**src/logic/slv_switch_settings.svh**
```systemverilog
/*
 * Slave switch settings: bus widths, slave count and the fixed address map
 */
`ifndef SLV_SWITCH_SETTINGS_SVH
`define SLV_SWITCH_SETTINGS_SVH

// Bus widths
`define ADDR_W 8
`define ID_W 4
`define DATA_W 8

// Slave count and reachable slaves, slave 3 is off limits
`define SLV_NB 4
`define SLV_ROUTES 4'b0111

// Address map, 8'hB0 to 8'hBF is left unmapped
`define SLV0_START 8'h00
`define SLV0_END 8'h3F
`define SLV1_START 8'h40
`define SLV1_END 8'h7F
`define SLV2_START 8'h80
`define SLV2_END 8'hAF
`define SLV3_START 8'hC0
`define SLV3_END 8'hFF

// Queue depths
`define TGT_FIFO_DEPTH 8
`define ERR_FIFO_DEPTH 4

`endif

```
**src/logic/slv_switch_pkg.sv**
```systemverilog
/*
 * Slave switch types: AXI4-lite fields, slave masks and response beats
 */
`default_nettype none

`include "slv_switch_settings.svh"

package slv_switch_pkg;

    typedef logic [`ADDR_W-1:0] addr_t;
    typedef logic [`ID_W-1:0] id_t;
    typedef logic [`DATA_W-1:0] data_t;
    typedef logic [1:0] resp_t;

    // One bit per slave port
    typedef logic [`SLV_NB-1:0] slv_mask_t;

    localparam resp_t RESP_OKAY = 2'b00;
    localparam resp_t RESP_DECERR = 2'b11;

    // Beats keep id on top and resp below it,
    // any payload sits in the low bits
    typedef struct packed {
        id_t id;
        resp_t resp;
    } b_beat_t;

    typedef struct packed {
        id_t id;
        resp_t resp;
        data_t data;
    } r_beat_t;

endpackage

`default_nettype wire

```
**src/logic/sync_fifo.sv**
```systemverilog
/*
 * Single-clock FIFO, circular buffer with the front entry on the output
 */
`timescale 1ns/100ps
`default_nettype none

module sync_fifo #(
    parameter type T = logic [7:0],
    // Power of two, at least 2
    parameter int DEPTH = 4
) (
    input  wire   aclk,
    input  wire   aresetn,
    input  wire   i_push,
    input  wire T i_data,
    output logic  o_full,
    input  wire   i_pop,
    output T      o_data,
    output logic  o_empty
);

    localparam int AW = $clog2(DEPTH);

    T mem [DEPTH];
    // Extra top bit tells full from empty
    logic [AW:0] wr_ptr;
    logic [AW:0] rd_ptr;

    assign o_empty = (wr_ptr == rd_ptr);
    assign o_full = (wr_ptr[AW] != rd_ptr[AW]) && (wr_ptr[AW-1:0] == rd_ptr[AW-1:0]);
    assign o_data = mem[rd_ptr[AW-1:0]];

    always_ff @(posedge aclk or negedge aresetn) begin
        if (!aresetn) begin
            wr_ptr <= '0;
            rd_ptr <= '0;
        end else begin
            if (i_push && !o_full)
                wr_ptr <= wr_ptr + 1'b1;
            if (i_pop && !o_empty)
                rd_ptr <= rd_ptr + 1'b1;
        end
    end

    always_ff @(posedge aclk) begin
        if (i_push && !o_full)
            mem[wr_ptr[AW-1:0]] <= i_data;
    end

    assert property (@(posedge aclk) disable iff (!aresetn) i_push |-> !o_full)
        else $error("push into a full FIFO");
    assert property (@(posedge aclk) disable iff (!aresetn) i_pop |-> !o_empty)
        else $error("pop from an empty FIFO");

endmodule

`default_nettype wire

```
**src/logic/rr_arbiter.sv**
```systemverilog
/*
 * Round-robin arbiter over the slave requests with a rotating start pointer
 */
`timescale 1ns/100ps
`default_nettype none

`include "slv_switch_settings.svh"

module rr_arbiter
    import slv_switch_pkg::*;
(
    input  wire            aclk,
    input  wire            aresetn,
    input  wire slv_mask_t i_req,
    input  wire            i_advance,
    output slv_mask_t      o_grant
);

    localparam int IDX_W = $clog2(`SLV_NB);

    logic [IDX_W-1:0] ptr;
    logic [IDX_W-1:0] grant_idx;
    logic found;

    // First requester at or after the pointer
    always_comb begin
        o_grant = '0;
        grant_idx = ptr;
        found = 1'b0;
        for (int k = 0; k < `SLV_NB; k++) begin
            if (!found && i_req[(int'(ptr) + k) % `SLV_NB]) begin
                found = 1'b1;
                grant_idx = IDX_W'((int'(ptr) + k) % `SLV_NB);
            end
        end
        if (found)
            o_grant[grant_idx] = 1'b1;
    end

    // Park on a pending grant so a late requester cannot displace it
    always_ff @(posedge aclk or negedge aresetn) begin
        if (!aresetn) begin
            ptr <= '0;
        end else if (i_advance) begin
            ptr <= (grant_idx == IDX_W'(`SLV_NB - 1)) ? '0 : grant_idx + 1'b1;
        end else if (found) begin
            ptr <= grant_idx;
        end
    end

    // A grant that is not taken stays with its waiting requester
    assert property (@(posedge aclk) disable iff (!aresetn)
        (|o_grant) && !i_advance |=>
            !(|(i_req & $past(o_grant))) || (o_grant == $past(o_grant)))
        else $error("grant moved away from a waiting requester");

endmodule

`default_nettype wire

```
**src/logic/addr_router.sv**
```systemverilog
/*
 * Address channel router: decodes the slave, steers valid, returns ready
 * and fakes a handshake for unmapped or forbidden addresses
 */
`timescale 1ns/100ps
`default_nettype none

`include "slv_switch_settings.svh"

module addr_router
    import slv_switch_pkg::*;
(
    input  wire            aclk,
    input  wire            aresetn,
    input  wire            i_valid,
    output logic           o_ready,
    input  wire addr_t     i_addr,
    input  wire            i_push_ok,
    output slv_mask_t      o_s_valid,
    input  wire slv_mask_t i_s_ready,
    output slv_mask_t      o_target,
    output logic           o_err_push
);

    localparam addr_t SLV_START [`SLV_NB] =
        '{`SLV0_START, `SLV1_START, `SLV2_START, `SLV3_START};
    localparam addr_t SLV_END [`SLV_NB] =
        '{`SLV0_END, `SLV1_END, `SLV2_END, `SLV3_END};
    localparam slv_mask_t ROUTES = `SLV_ROUTES;

    logic routed;
    logic err_pulse;

    // Range check, only on slaves this master may reach
    always_comb begin
        for (int i = 0; i < `SLV_NB; i++) begin
            o_target[i] = ROUTES[i] && (i_addr >= SLV_START[i]) && (i_addr <= SLV_END[i]);
        end
    end

    assign routed = |o_target;
    assign o_s_valid = o_target & {`SLV_NB{i_valid & i_push_ok}};
    assign o_ready = routed ? (|(i_s_ready & o_target)) & i_push_ok : err_pulse;
    assign o_err_push = err_pulse;

    // One-cycle fake ready, the cycle after a misrouted valid
    always_ff @(posedge aclk or negedge aresetn) begin
        if (!aresetn) begin
            err_pulse <= 1'b0;
        end else if (err_pulse) begin
            err_pulse <= 1'b0;
        end else if (i_valid && !routed && i_push_ok) begin
            err_pulse <= 1'b1;
        end
    end

endmodule

`default_nettype wire

```
**src/logic/wdata_steer.sv**
```systemverilog
/*
 * Write data steering: each beat follows the slave of its own address,
 * data for a misrouted address is taken and dropped
 */
`timescale 1ns/100ps
`default_nettype none

`include "slv_switch_settings.svh"

module wdata_steer
    import slv_switch_pkg::*;
(
    input  wire            aclk,
    input  wire            aresetn,
    input  wire            i_aw_accept,
    input  wire slv_mask_t i_target,
    output logic           o_tgt_full,
    input  wire            i_wvalid,
    output logic           o_wready,
    output slv_mask_t      o_s_wvalid,
    input  wire slv_mask_t i_s_wready
);

    slv_mask_t front;
    logic tgt_empty;
    logic drop;

    // Targets in address order, zero mask for a misroute
    sync_fifo #(
        .T     (slv_mask_t),
        .DEPTH (`TGT_FIFO_DEPTH)
    ) tgt_fifo (
        .aclk    (aclk),
        .aresetn (aresetn),
        .i_push  (i_aw_accept),
        .i_data  (i_target),
        .o_full  (o_tgt_full),
        .i_pop   (i_wvalid & o_wready),
        .o_data  (front),
        .o_empty (tgt_empty)
    );

    assign drop = (front == '0);
    assign o_s_wvalid = front & {`SLV_NB{i_wvalid & ~tgt_empty}};
    assign o_wready = ~tgt_empty & (drop | (|(front & i_s_wready)));

endmodule

`default_nettype wire

```
**src/logic/resp_merger.sv**
```systemverilog
/*
 * Response merger: queued DECERR beats first, then the slave responses
 * in round-robin order onto the single master channel
 */
`timescale 1ns/100ps
`default_nettype none

`include "slv_switch_settings.svh"

module resp_merger
    import slv_switch_pkg::*;
#(
    parameter type T = b_beat_t
) (
    input  wire                 aclk,
    input  wire                 aresetn,
    input  wire                 i_err_push,
    input  wire id_t            i_err_id,
    output logic                o_err_full,
    input  wire slv_mask_t      i_s_valid,
    output slv_mask_t           o_s_ready,
    input  wire T [`SLV_NB-1:0] i_s_beat,
    output logic                o_valid,
    input  wire                 i_ready,
    output T                    o_beat
);

    localparam int BEAT_W = $bits(T);
    localparam int PAD_W = BEAT_W - $bits(id_t) - $bits(resp_t);

    id_t err_id;
    logic err_empty;
    logic err_sel;
    logic slv_hold;
    logic slv_valid;
    slv_mask_t grant;
    T slv_beat;
    logic [BEAT_W-1:0] err_bits;

    //////////////////////////////////////////////////
    // Error IDs and slave arbitration
    //////////////////////////////////////////////////

    sync_fifo #(
        .T     (id_t),
        .DEPTH (`ERR_FIFO_DEPTH)
    ) err_fifo (
        .aclk    (aclk),
        .aresetn (aresetn),
        .i_push  (i_err_push),
        .i_data  (i_err_id),
        .o_full  (o_err_full),
        .i_pop   (err_sel & i_ready),
        .o_data  (err_id),
        .o_empty (err_empty)
    );

    rr_arbiter arbiter (
        .aclk      (aclk),
        .aresetn   (aresetn),
        .i_req     (i_s_valid),
        .i_advance (|(i_s_valid & o_s_ready)),
        .o_grant   (grant)
    );

    //////////////////////////////////////////////////
    // Output selection
    //////////////////////////////////////////////////

    // A slave beat already on the bus finishes before an error beat
    assign err_sel = ~err_empty & ~slv_hold;
    assign slv_valid = |(i_s_valid & grant);
    assign o_valid = err_sel | slv_valid;
    assign o_s_ready = grant & {`SLV_NB{i_ready & ~err_sel}};

    always_comb begin
        slv_beat = '0;
        for (int i = 0; i < `SLV_NB; i++) begin
            if (grant[i])
                slv_beat = i_s_beat[i];
        end
    end

    // DECERR beat, id and resp on top, payload zero
    assign err_bits = BEAT_W'({err_id, RESP_DECERR}) << PAD_W;
    assign o_beat = err_sel ? T'(err_bits) : slv_beat;

    always_ff @(posedge aclk or negedge aresetn) begin
        if (!aresetn)
            slv_hold <= 1'b0;
        else
            slv_hold <= slv_valid & ~err_sel & ~i_ready;
    end

    assert property (@(posedge aclk) disable iff (!aresetn)
        o_valid && !i_ready |=> o_valid && $stable(o_beat))
        else $error("response beat changed under back-pressure");

endmodule

`default_nettype wire

```
**src/logic/slv_switch_top.sv**
```systemverilog
/*
 * AXI4-lite slave switch: routes one master port to four slave ports
 * and answers misrouted requests with DECERR
 */
`timescale 1ns/100ps
`default_nettype none

`include "slv_switch_settings.svh"

module slv_switch_top
    import slv_switch_pkg::*;
(
    input  wire                        aclk,
    input  wire                        aresetn,
    // Master write address
    input  wire                        i_awvalid,
    output logic                       o_awready,
    input  wire addr_t                 i_awaddr,
    input  wire id_t                   i_awid,
    // Master write data
    input  wire                        i_wvalid,
    output logic                       o_wready,
    input  wire data_t                 i_wdata,
    // Master write response
    output logic                       o_bvalid,
    input  wire                        i_bready,
    output id_t                        o_bid,
    output resp_t                      o_bresp,
    // Master read address
    input  wire                        i_arvalid,
    output logic                       o_arready,
    input  wire addr_t                 i_araddr,
    input  wire id_t                   i_arid,
    // Master read response
    output logic                       o_rvalid,
    input  wire                        i_rready,
    output id_t                        o_rid,
    output resp_t                      o_rresp,
    output data_t                      o_rdata,
    // Slave side
    output slv_mask_t                  o_s_awvalid,
    input  wire slv_mask_t             i_s_awready,
    output addr_t                      o_s_awaddr,
    output id_t                        o_s_awid,
    output slv_mask_t                  o_s_wvalid,
    input  wire slv_mask_t             i_s_wready,
    output data_t                      o_s_wdata,
    input  wire slv_mask_t             i_s_bvalid,
    output slv_mask_t                  o_s_bready,
    input  wire b_beat_t [`SLV_NB-1:0] i_s_bbeat,
    output slv_mask_t                  o_s_arvalid,
    input  wire slv_mask_t             i_s_arready,
    output addr_t                      o_s_araddr,
    output id_t                        o_s_arid,
    input  wire slv_mask_t             i_s_rvalid,
    output slv_mask_t                  o_s_rready,
    input  wire r_beat_t [`SLV_NB-1:0] i_s_rbeat
);

    slv_mask_t aw_target;
    logic aw_err_push;
    logic ar_err_push;
    logic tgt_full;
    logic b_err_full;
    logic r_err_full;
    b_beat_t b_beat;
    r_beat_t r_beat;

    // Address, id and data go to every slave, valids pick one
    assign o_s_awaddr = i_awaddr;
    assign o_s_awid = i_awid;
    assign o_s_wdata = i_wdata;
    assign o_s_araddr = i_araddr;
    assign o_s_arid = i_arid;

    //////////////////////////////////////////////////
    // Write path
    //////////////////////////////////////////////////

    addr_router aw_router (
        .aclk       (aclk),
        .aresetn    (aresetn),
        .i_valid    (i_awvalid),
        .o_ready    (o_awready),
        .i_addr     (i_awaddr),
        .i_push_ok  (~tgt_full & ~b_err_full),
        .o_s_valid  (o_s_awvalid),
        .i_s_ready  (i_s_awready),
        .o_target   (aw_target),
        .o_err_push (aw_err_push)
    );

    wdata_steer w_steer (
        .aclk        (aclk),
        .aresetn     (aresetn),
        .i_aw_accept (i_awvalid & o_awready),
        .i_target    (aw_target),
        .o_tgt_full  (tgt_full),
        .i_wvalid    (i_wvalid),
        .o_wready    (o_wready),
        .o_s_wvalid  (o_s_wvalid),
        .i_s_wready  (i_s_wready)
    );

    resp_merger #(.T(b_beat_t)) b_merger (
        .aclk       (aclk),
        .aresetn    (aresetn),
        .i_err_push (aw_err_push),
        .i_err_id   (i_awid),
        .o_err_full (b_err_full),
        .i_s_valid  (i_s_bvalid),
        .o_s_ready  (o_s_bready),
        .i_s_beat   (i_s_bbeat),
        .o_valid    (o_bvalid),
        .i_ready    (i_bready),
        .o_beat     (b_beat)
    );

    assign o_bid = b_beat.id;
    assign o_bresp = b_beat.resp;

    //////////////////////////////////////////////////
    // Read path
    //////////////////////////////////////////////////

    addr_router ar_router (
        .aclk       (aclk),
        .aresetn    (aresetn),
        .i_valid    (i_arvalid),
        .o_ready    (o_arready),
        .i_addr     (i_araddr),
        .i_push_ok  (~r_err_full),
        .o_s_valid  (o_s_arvalid),
        .i_s_ready  (i_s_arready),
        .o_target   (),
        .o_err_push (ar_err_push)
    );

    resp_merger #(.T(r_beat_t)) r_merger (
        .aclk       (aclk),
        .aresetn    (aresetn),
        .i_err_push (ar_err_push),
        .i_err_id   (i_arid),
        .o_err_full (r_err_full),
        .i_s_valid  (i_s_rvalid),
        .o_s_ready  (o_s_rready),
        .i_s_beat   (i_s_rbeat),
        .o_valid    (o_rvalid),
        .i_ready    (i_rready),
        .o_beat     (r_beat)
    );

    assign o_rid = r_beat.id;
    assign o_rresp = r_beat.resp;
    assign o_rdata = r_beat.data;

endmodule

`default_nettype wire

```
**config.mk**
```make
export PLATFORM = sky130hd
export DESIGN_NAME = slv_switch_top
export DESIGN_NICKNAME = d
export VERILOG_FILES = /design/src/logic/slv_switch_pkg.sv /design/src/logic/sync_fifo.sv /design/src/logic/rr_arbiter.sv /design/src/logic/addr_router.sv /design/src/logic/wdata_steer.sv /design/src/logic/resp_merger.sv /design/src/logic/slv_switch_top.sv
export VERILOG_INCLUDE_DIRS = /design/src /design/src/logic
export SDC_FILE = /design/constraint.sdc
export NUM_CORES = 1
export LEC_CHECK = 0
export BUFFER_PORTS_ARGS = -buffer_cell sky130_fd_sc_hd__buf_2
export CAP_MARGIN = 20
export CORE_MARGIN = 2
export CORE_UTILIZATION = 43
export DETAILED_ROUTE_END_ITERATION = 12
export GPL_TIMING_DRIVEN = 0
export HOLD_SLACK_MARGIN = 0.06
export PLACE_DENSITY = 0.7
export SYNTH_ARGS = -nofsm -noshare
export SYNTH_HDL_FRONTEND = slang
export SYNTH_SLANG_ARGS = --single-unit
```
**constraint.sdc**
```tcl
create_clock -name aclk -period 3.06 [get_ports aclk]
set_clock_uncertainty 0.05 [all_clocks]
set_input_delay 0.153 -clock aclk [delete_from_list [all_inputs] [get_ports aclk]]
set_output_delay 0.153 -clock aclk [all_outputs]
set_load 0.02 [all_outputs]
```
==> summary.md, run 1 <==
| Metric | Value |
|---|---|
| Hold Vio Cnt, Final | 0 |
| Final setup fails | 0 |
| Hold endpoint | ar_router.o_err_push |
| Max-cap check violation count | 0 |
| Non-filler cells, final | 845 |
| Max Slew Vio Count | 0 |
| First-pass GRT wire length | 19700 um |
| WL/cell | 15.3 um |
| Cell-internal power | 3.78 mW |
| Worst-skew pair later-pin latency | 330 ps |
| Switching Share | 41.9% |
| TritonCTS buffer count | 9 |
| Top_reg_cell synth | edfxtp_1 |
| Area grow syn2layout | 34.2% |
| Die ar. | 13000 sq um |
| Worst hold path depth | 3 |
| Worst EP required | 2860 ps |
| Number of synthesized flops with an enable pin | 56 |
| Pwr Density | 934 nW/um^2 |
| N_diodes | 0 |
| Synth warn | 0 |
| # IOs | 216 |
| Chip height | 114 um |
| Vias in the first global route | 4335 |
| CTS tree | built |
| H-tree depth | 3 |
| Routability Congestion | 0.862 |
| Final ANT Viol Nets | 0 |
| Outcome | complete, no violations |
| DR vias | 4445 |
| Share of cells above drive strength 1 | 43.1% |
| Min-delay src | i_arvalid |
| Clk network pwr share | 17.5% |
| Mapped Avg Cell Area | 11.0 sq um |
| Row cnt | 40 |
| GRT overflow | 0 |
| Post-DP HPWL | 9810 um |
| FF-to-FF Start | w_steer.tgt_fifo.wr_ptr[0] |
| Cell mode on critical path | buf_4 |
| Finished Cell Area | 6970 sq um |
| Post-synthesis cell area | 5190 sq um |
| Final wirelength | 12900 um |
| CP Data Arrival Time | 2730 ps |
| Max incr delay on CP | 410 ps |
| Nets | 852 |
| Crit Path Category | flop to primary output |
| GRT Util Overall | 19.1% |
| Setup TNS | 0 ps |
| Crit Reg-Reg Endpoint | w_steer.tgt_fifo.mem[2][2] |
| DRC errors left | 0 |
| Starting density of the core | 43.6% |
| Min Tclk post-route | 2930 ps |
| Worst-Margin Slew | 690 ps |
| Crit Path Max Fanout | 5 |
| Power Total | 6.51 mW |
| Tcrit/Tclk final | 95.9% |
| Commonest non-fill, non-tap cells in the layout | buf_2 (189), edfxtp_1 (56), buf_4 (47) |
| Pin count of the biggest net entering global routing | 29 |
| Crit. End Element | primary output |
| Max clock buf depth | 2 |
| Reg2reg path depth | 6 |
| Slew headroom | 53.3% |
| Core area | 11900 sq um |
| Vias/cell | 5.26 |
| Post-synth ARST share | 33.3% |
| FILL cells | 1011 |
| Worst reg2reg setup slack | 220 ps |
| Worst-path cell chain | nor2b_4 > a21oi_1 > o211a_1 > buf_4 > ha_2 > nor2_1 > buf_4 > clkbuf_8 > a221oi_1 > or3_1 > a21oi_2 > buf_4 |
| Leak | 3.14 nW |
| Startpoint class of the critical path | flop |
| Register area share after synthesis | 45.9% |
| Clock sinks | 84 |
| Placed cell count | 813 |
| Most common cell after layout, fill and taps aside | buf_2 |
| Slowest CP cell | dfrtp_1 |
| Worst min-delay path class | primary input to flop |
| Flops & latches, synth | 84 |
| Clock-pin slew on the worst setup and hold paths | 60 ps |
| CTS root buf | clkbuf_16 |
| Drt first pass iters | 4 |
| Yosys cell types | 56 |
| Post-layout util | 58.5% |
| Placement Cell Area | 6350 sq um |
| Switching Power | 2.73 mW |
| VDD IR max | 0.556 mV |
| Combinational Power Share | 57.2% |
| First DRT Iteration DRCs | 165 |
| Instance count of the mapped netlist | 471 |
| RSZ-0062 raised after global routing | yes |
| FMAX | 341 MHz |
| Initial antenna violation count | 0 |
| Flop pwr share | 25.3% |
| Die W | 114 um |
| Port bufs | 193 |
synthesized netlist by cell type, types with 2 or more instances:
library cell,number,share of area (%)
and3b_1,2,0.34
nor2b_1,11,1.3
nand3_1,5,0.48
mux4_2,8,3.5
buf_2,4,0.39
a221oi_1,19,3.2
mux2i_1,7,1.3
o311ai_0,3,0.51
and3_1,14,1.7
o211ai_1,2,0.29
ha_1,20,4.8
mux4_1,6,3.0
mux2_2,9,2.0
buf_4,35,5.1
clkbuf_1,16,1.2
xnor2_1,18,3.0
nor2_1,32,2.3
nor3_1,6,0.58
nand2_1,36,2.6
o21bai_1,2,0.29
dfrtp_1,28,13
o31ai_1,4,0.58
a211oi_1,3,0.43
or3_1,12,1.4
nand3b_1,5,0.72
nor4b_1,4,0.67
xor2_1,9,1.5
o21ai_0,9,0.87
a31oi_1,3,0.36
or2_2,3,0.36
and2_1,8,0.96
edfxtp_1,56,32
a21oi_1,26,2.5
a22o_1,6,1.0
inv_1,16,1.2
nor4_1,4,0.48
worst max-delay path by stage:
stage                                             to                  startpoint  slack [ps]
final                                       o_rid[1]     r_merger.arbiter.ptr[0]         130
after global routing      w_steer.tgt_fifo.mem[2][2]  w_steer.tgt_fifo.wr_ptr[0]         -40
after CTS                                 o_rdata[5]     r_merger.arbiter.ptr[1]           5
after detailed placement                  o_rresp[0]     r_merger.arbiter.ptr[1]        -410
after global placement                    o_rresp[0]     r_merger.arbiter.ptr[1]        -290
after floorplan                           o_rresp[0]     r_merger.arbiter.ptr[1]         150
area by class of cell:
class	count	area, sq um	area share (%)
clock inverters	6	86.3	1.24
multi-input cells	316	2500	35.9
clock buffers	10	229	3.29
plain buffers	56	379	5.44
repair buffers	210	1140	16.4
well taps	147	184	2.64
inverters	16	60.1	0.862
flip-flops and latches	84	2380	34.2
through the flow:
stage	setup slack (ps)	hold slack (ps)
3_5_place_dp	-413	187
4_1_cts	4.65	74.9
6_report	126	79.1
5_1_grt	-36.7	90.4
3_3_place_gp	-286	178
2_1_floorplan	146	-193
routing by layer:
layer | vias to the layer above | GRT usage [%] | wire [um]
li1 | 2157 | - | -
met1 | 2107 | 21.1 | 5040
met2 | 161 | 36.5 | 6960
met3 | 20 | 3.03 | 674
met4 | 0 | 7.72 | 258
met5 | - | 0 | 0
cell families (layout without fill, tap and decap cells):
family | after synthesis | after routing | share of synthesized area, %
AO/OA/AOI/OAI | 88 | 88 | 11.9
XOR/XNOR | 27 | 27 | 4.56
adder cells (fa/ha/maj) | 20 | 20 | 4.82
buffers and inverters | 73 | 298 | 8.07
flip-flops | 84 | 84 | 45.9
multiplexers | 30 | 30 | 9.81
other | 1 | 3 | 0.0722
AND/OR/NAND/NOR | 148 | 148 | 14.9
flip-flops by register name, summed over array words and instances, names as in the netlist:
signal,flops
ar_router.o_err_push,1
aw_router.o_err_push,1
b_merger.arbiter.ptr,2
b_merger.err_fifo.mem,16
b_merger.err_fifo.rd_ptr,3
b_merger.err_fifo.wr_ptr,3
b_merger.slv_hold,1
r_merger.arbiter.ptr,2
r_merger.err_fifo.mem,16
r_merger.err_fifo.rd_ptr,3
r_merger.err_fifo.wr_ptr,3
r_merger.slv_hold,1
w_steer.tgt_fifo.mem,24
w_steer.tgt_fifo.rd_ptr,4
w_steer.tgt_fifo.wr_ptr,4
power groups by stage:
stage | Sequential, mW | Clock (mW) | Combinational (mW)
after detailed placement | 1.67 | 0 | 3.45
after floorplan | 1.62 | 0 | 2.54
after global routing | 1.68 | 1.21 | 4.09
after CTS | 1.64 | 1.17 | 3.59
after global placement | 1.65 | 0 | 3.37
final | 1.65 | 1.14 | 3.72
repair_timing:
action                                 in CTS  in global routing
buffers inserted                            2                  2
pin swaps                                   1                  5
setup endpoints to repair                  14                 26
endpoints found under the hold margin      63                  0
gates resized for setup                    17                 33
gates cloned                                1                  0
hold buffers                               12                  0
worst max-delay path, delay by kind of cell (launching register included):
kind,cells,cell delay [ps]
adders and majority gates,1,190
AOI/OAI and AO/OA,4,570
buffers and inverters,4,580
and+or+nand+nor,3,630
DFF,1,410
Note: power is estimated with default switching activity, not from simulation.
==> inputs of run 2 (changes only) <==
CAP_MARGIN = 0   (was 20)
clock period = 3.7 ns   (was 3.06 ns; I/O delays follow)
==> summary.md, run 2 (same netlist as run 1, synthesis figures left out) <==
| Metric | Value |
|---|---|
| Outcome | complete, no violations |
| VDD IR max | 0.459 mV (-17%) |
| M3 GR Usage | 3.03% (unchanged) |
| Vias in the first global route | 4237 (-2.3%) |
| Max clock buf depth | 2 (unchanged) |
| Leak | 3.07 nW (-2.1%) |
| Max Slew Vio Count | 0 (unchanged) |
| Initial antenna violation count | 0 (unchanged) |
| Largest delay share family, worst path | compound AO/OA/AOI/OAI gates |
| Slowest CP cell | o31ai_1 |
| Critical path buffers and inverters | 3 (-1) |
| GRT Util Overall | 18.7% (-0.40 points) |
| N_diodes | 0 (unchanged) |
| Port bufs | 193 (unchanged) |
| Area grow syn2layout | 30.5% |
| Tcrit/Tclk final | 90.3% |
| Chip height | 114 um (unchanged) |
| Most common cell after layout, fill and taps aside | buf_2 |
| Die W | 114 um (unchanged) |
| Nets | 846 (-0.70%) |
| Startpoint class of the critical path | flop |
| Min Tclk post-route | 3340 ps |
| FILL cells | 1026 (+1.5%) |
| Placement Cell Area | 6350 sq um (unchanged) |
| Routability Congestion | 0.862 (unchanged) |
| CTS tree | built |
| Cell mode on critical path | a21oi_1 |
| Pwr Density | 763 nW/um^2 (-18%) |
| TritonCTS buffer count | 9 (unchanged) |
| Clock-pin slew on the worst setup and hold paths | 60 ps (about the same) |
| Final setup fails | 0 (unchanged) |
| GR Util met2 | 35.5% (-1.0 points) |
| Clock sinks | 84 (unchanged) |
| FMAX | 299 MHz |
| DR vias | 4365 (-1.8%) |
| First-pass GRT wire length | 19300 um (-1.9%) |
| DRC errors left | 0 (unchanged) |
| Pin count of the biggest net entering global routing | 29 (unchanged) |
| Setup TNS | 0 ps (unchanged) |
| Crit Path Max Fanout | 10 (+5) |
| Finished Cell Area | 6770 sq um (-2.7%) |
| Die ar. | 13000 sq um (unchanged) |
| Worst-path cell chain | or2_2 > a21oi_1 > o31ai_1 > inv_1 > ha_1 > nor2_1 > clkbuf_2 > a221oi_1 > or3_1 > a21oi_1 > buf_2 |
| Worst-Margin Slew | 690 ps (-0.191 ps) |
| First DRT Iteration DRCs | 193 (+17%) |
| Max-cap check violation count | 0 (unchanged) |
| Crit Path Category | flop to primary output |
| Max incr delay on CP | 430 ps (+20 ps) |
| H-tree depth | 3 (unchanged) |
| Vias/cell | 5.20 (-1.1%) |
| Worst EP required | 3460 ps (+600 ps) |
| Post-DP HPWL | 9810 um (unchanged) |
| # IOs | 216 (unchanged) |
| Core area | 11900 sq um (unchanged) |
| Slew headroom | 53.4% (about the same) |
| CTS root buf | clkbuf_16 |
| Commonest non-fill, non-tap cells in the layout | buf_2 (197), edfxtp_1 (56), nand2_1 (36) |
| Max reg flops | 24 (unchanged) |
| Crit. End Element | primary output |
| CP Data Arrival Time | 3100 ps (+370 ps) |
| Drt first pass iters | 6 (+2) |
| Row cnt | 40 (unchanged) |
| Share of cells above drive strength 1 | 39.6% (-3.5 points) |
| Met1 usage | 20.9% (-0.21 points) |
| Final ANT Viol Nets | 0 (unchanged) |
| Non-filler cells, final | 839 (-0.71%) |
| RSZ-0062 raised after global routing | no |
| Hold Vio Cnt, Final | 0 (unchanged) |
| Starting density of the core | 43.6% (unchanged) |
| Final wirelength | 12500 um (-3.1%) |
| Grt peak-use layer | met2 |
| Worst-skew pair later-pin latency | 330 ps (about the same) |
| Placed cell count | 813 (unchanged) |
| GRT overflow | 0 (unchanged) |
| Worst min-delay path class | primary input to flop |
| Post-CTS setup buffer count | 0 (-2) |
| WL/cell | 14.9 um (-2.4%) |
==> run 2: cell count changes in the layout (fill, tap and decap cells not counted), moves of 3 or more <==
cell      change
clkbuf_1      +5
clkbuf_4      -3
ha_1          +3
buf_2         +8
a21oi_1       +4
a21oi_2       -3
buf_4        -12
==> run 2: worst reg2reg max path, stage by stage (launching register included) <==
cell and delay [ps]:
dfrtp_1 350, clkbuf_1 350, xor2_1 230, nor4_1 130, a211oi_1 470, o21ai_2 250
nor4b_1 630
==> run 2: per-stage QoR <==
step / setup slack (ps) / power, mW / hold WS (ps) / util [%]
after floorplan: 754 / 3.44 / -161 / -
after global placement: 322 / 4.15 / 210 / 53.3
after detailed placement: 195 / 4.23 / 219 / 53.3
after CTS: 38.7 / 5.21 / 61.2 / 56.8
after global routing: 61.6 / 5.57 / 65.3 / 56.9
final: 360 / 5.17 / 59.6 / 56.9
==> run 2: worst paths after layout <==
path                                            start                          end  slack, ps  depth (start not counted)
setup / recovery              r_merger.arbiter.ptr[1]                     o_rid[0]        360                         11
hold reg to reg                  aw_router.o_err_push         aw_router.o_err_push        420                          1
min in group asynchronous                     aresetn  b_merger.err_fifo.rd_ptr[1]        380                          2
setup reg to reg           w_steer.tgt_fifo.wr_ptr[0]   w_steer.tgt_fifo.mem[2][2]        870                          6
hold / removal                              i_arid[1]  r_merger.err_fifo.mem[0][1]         60                          1
max in group asynchronous                     aresetn            r_merger.slv_hold       2770                          2
==> run 2: per-layer routing <==
metal	part of all wire (%)	wire [um]
met5	0	0
met4	1.8	231
met3	5.3	668
met2	53	6670
met1	40	4970
==> run 2: area by class of cell <==
type	instances	area (sq um)	area share, %
clock inverter	6	86.3	1.27
sequential	84	2380	35.2
tap	147	184	2.72
multi-input combinational	316	2400	35.5
timing repair buffer	203	1070	15.7
clock buffer	10	229	3.38
buffer	57	362	5.34
inverter	16	60.1	0.887
==> run 2: repair_timing <==
| item | in CTS | in global routing |
|---|---|---|
| endpoints found under the hold margin | 58 | 0 |
| gates cloned | 0 | 0 |
| setup endpoints to repair | 1 | 10 |
| resized for setup | 1 | 6 |
| hold buffers | 10 | 0 |
==> run 2: where the power goes <==
group	total, mW	internal, mW	switching [mW]
registers	1.36	1.21	0.152
clock network	0.941	0.591	0.350
logic	2.87	1.19	1.68
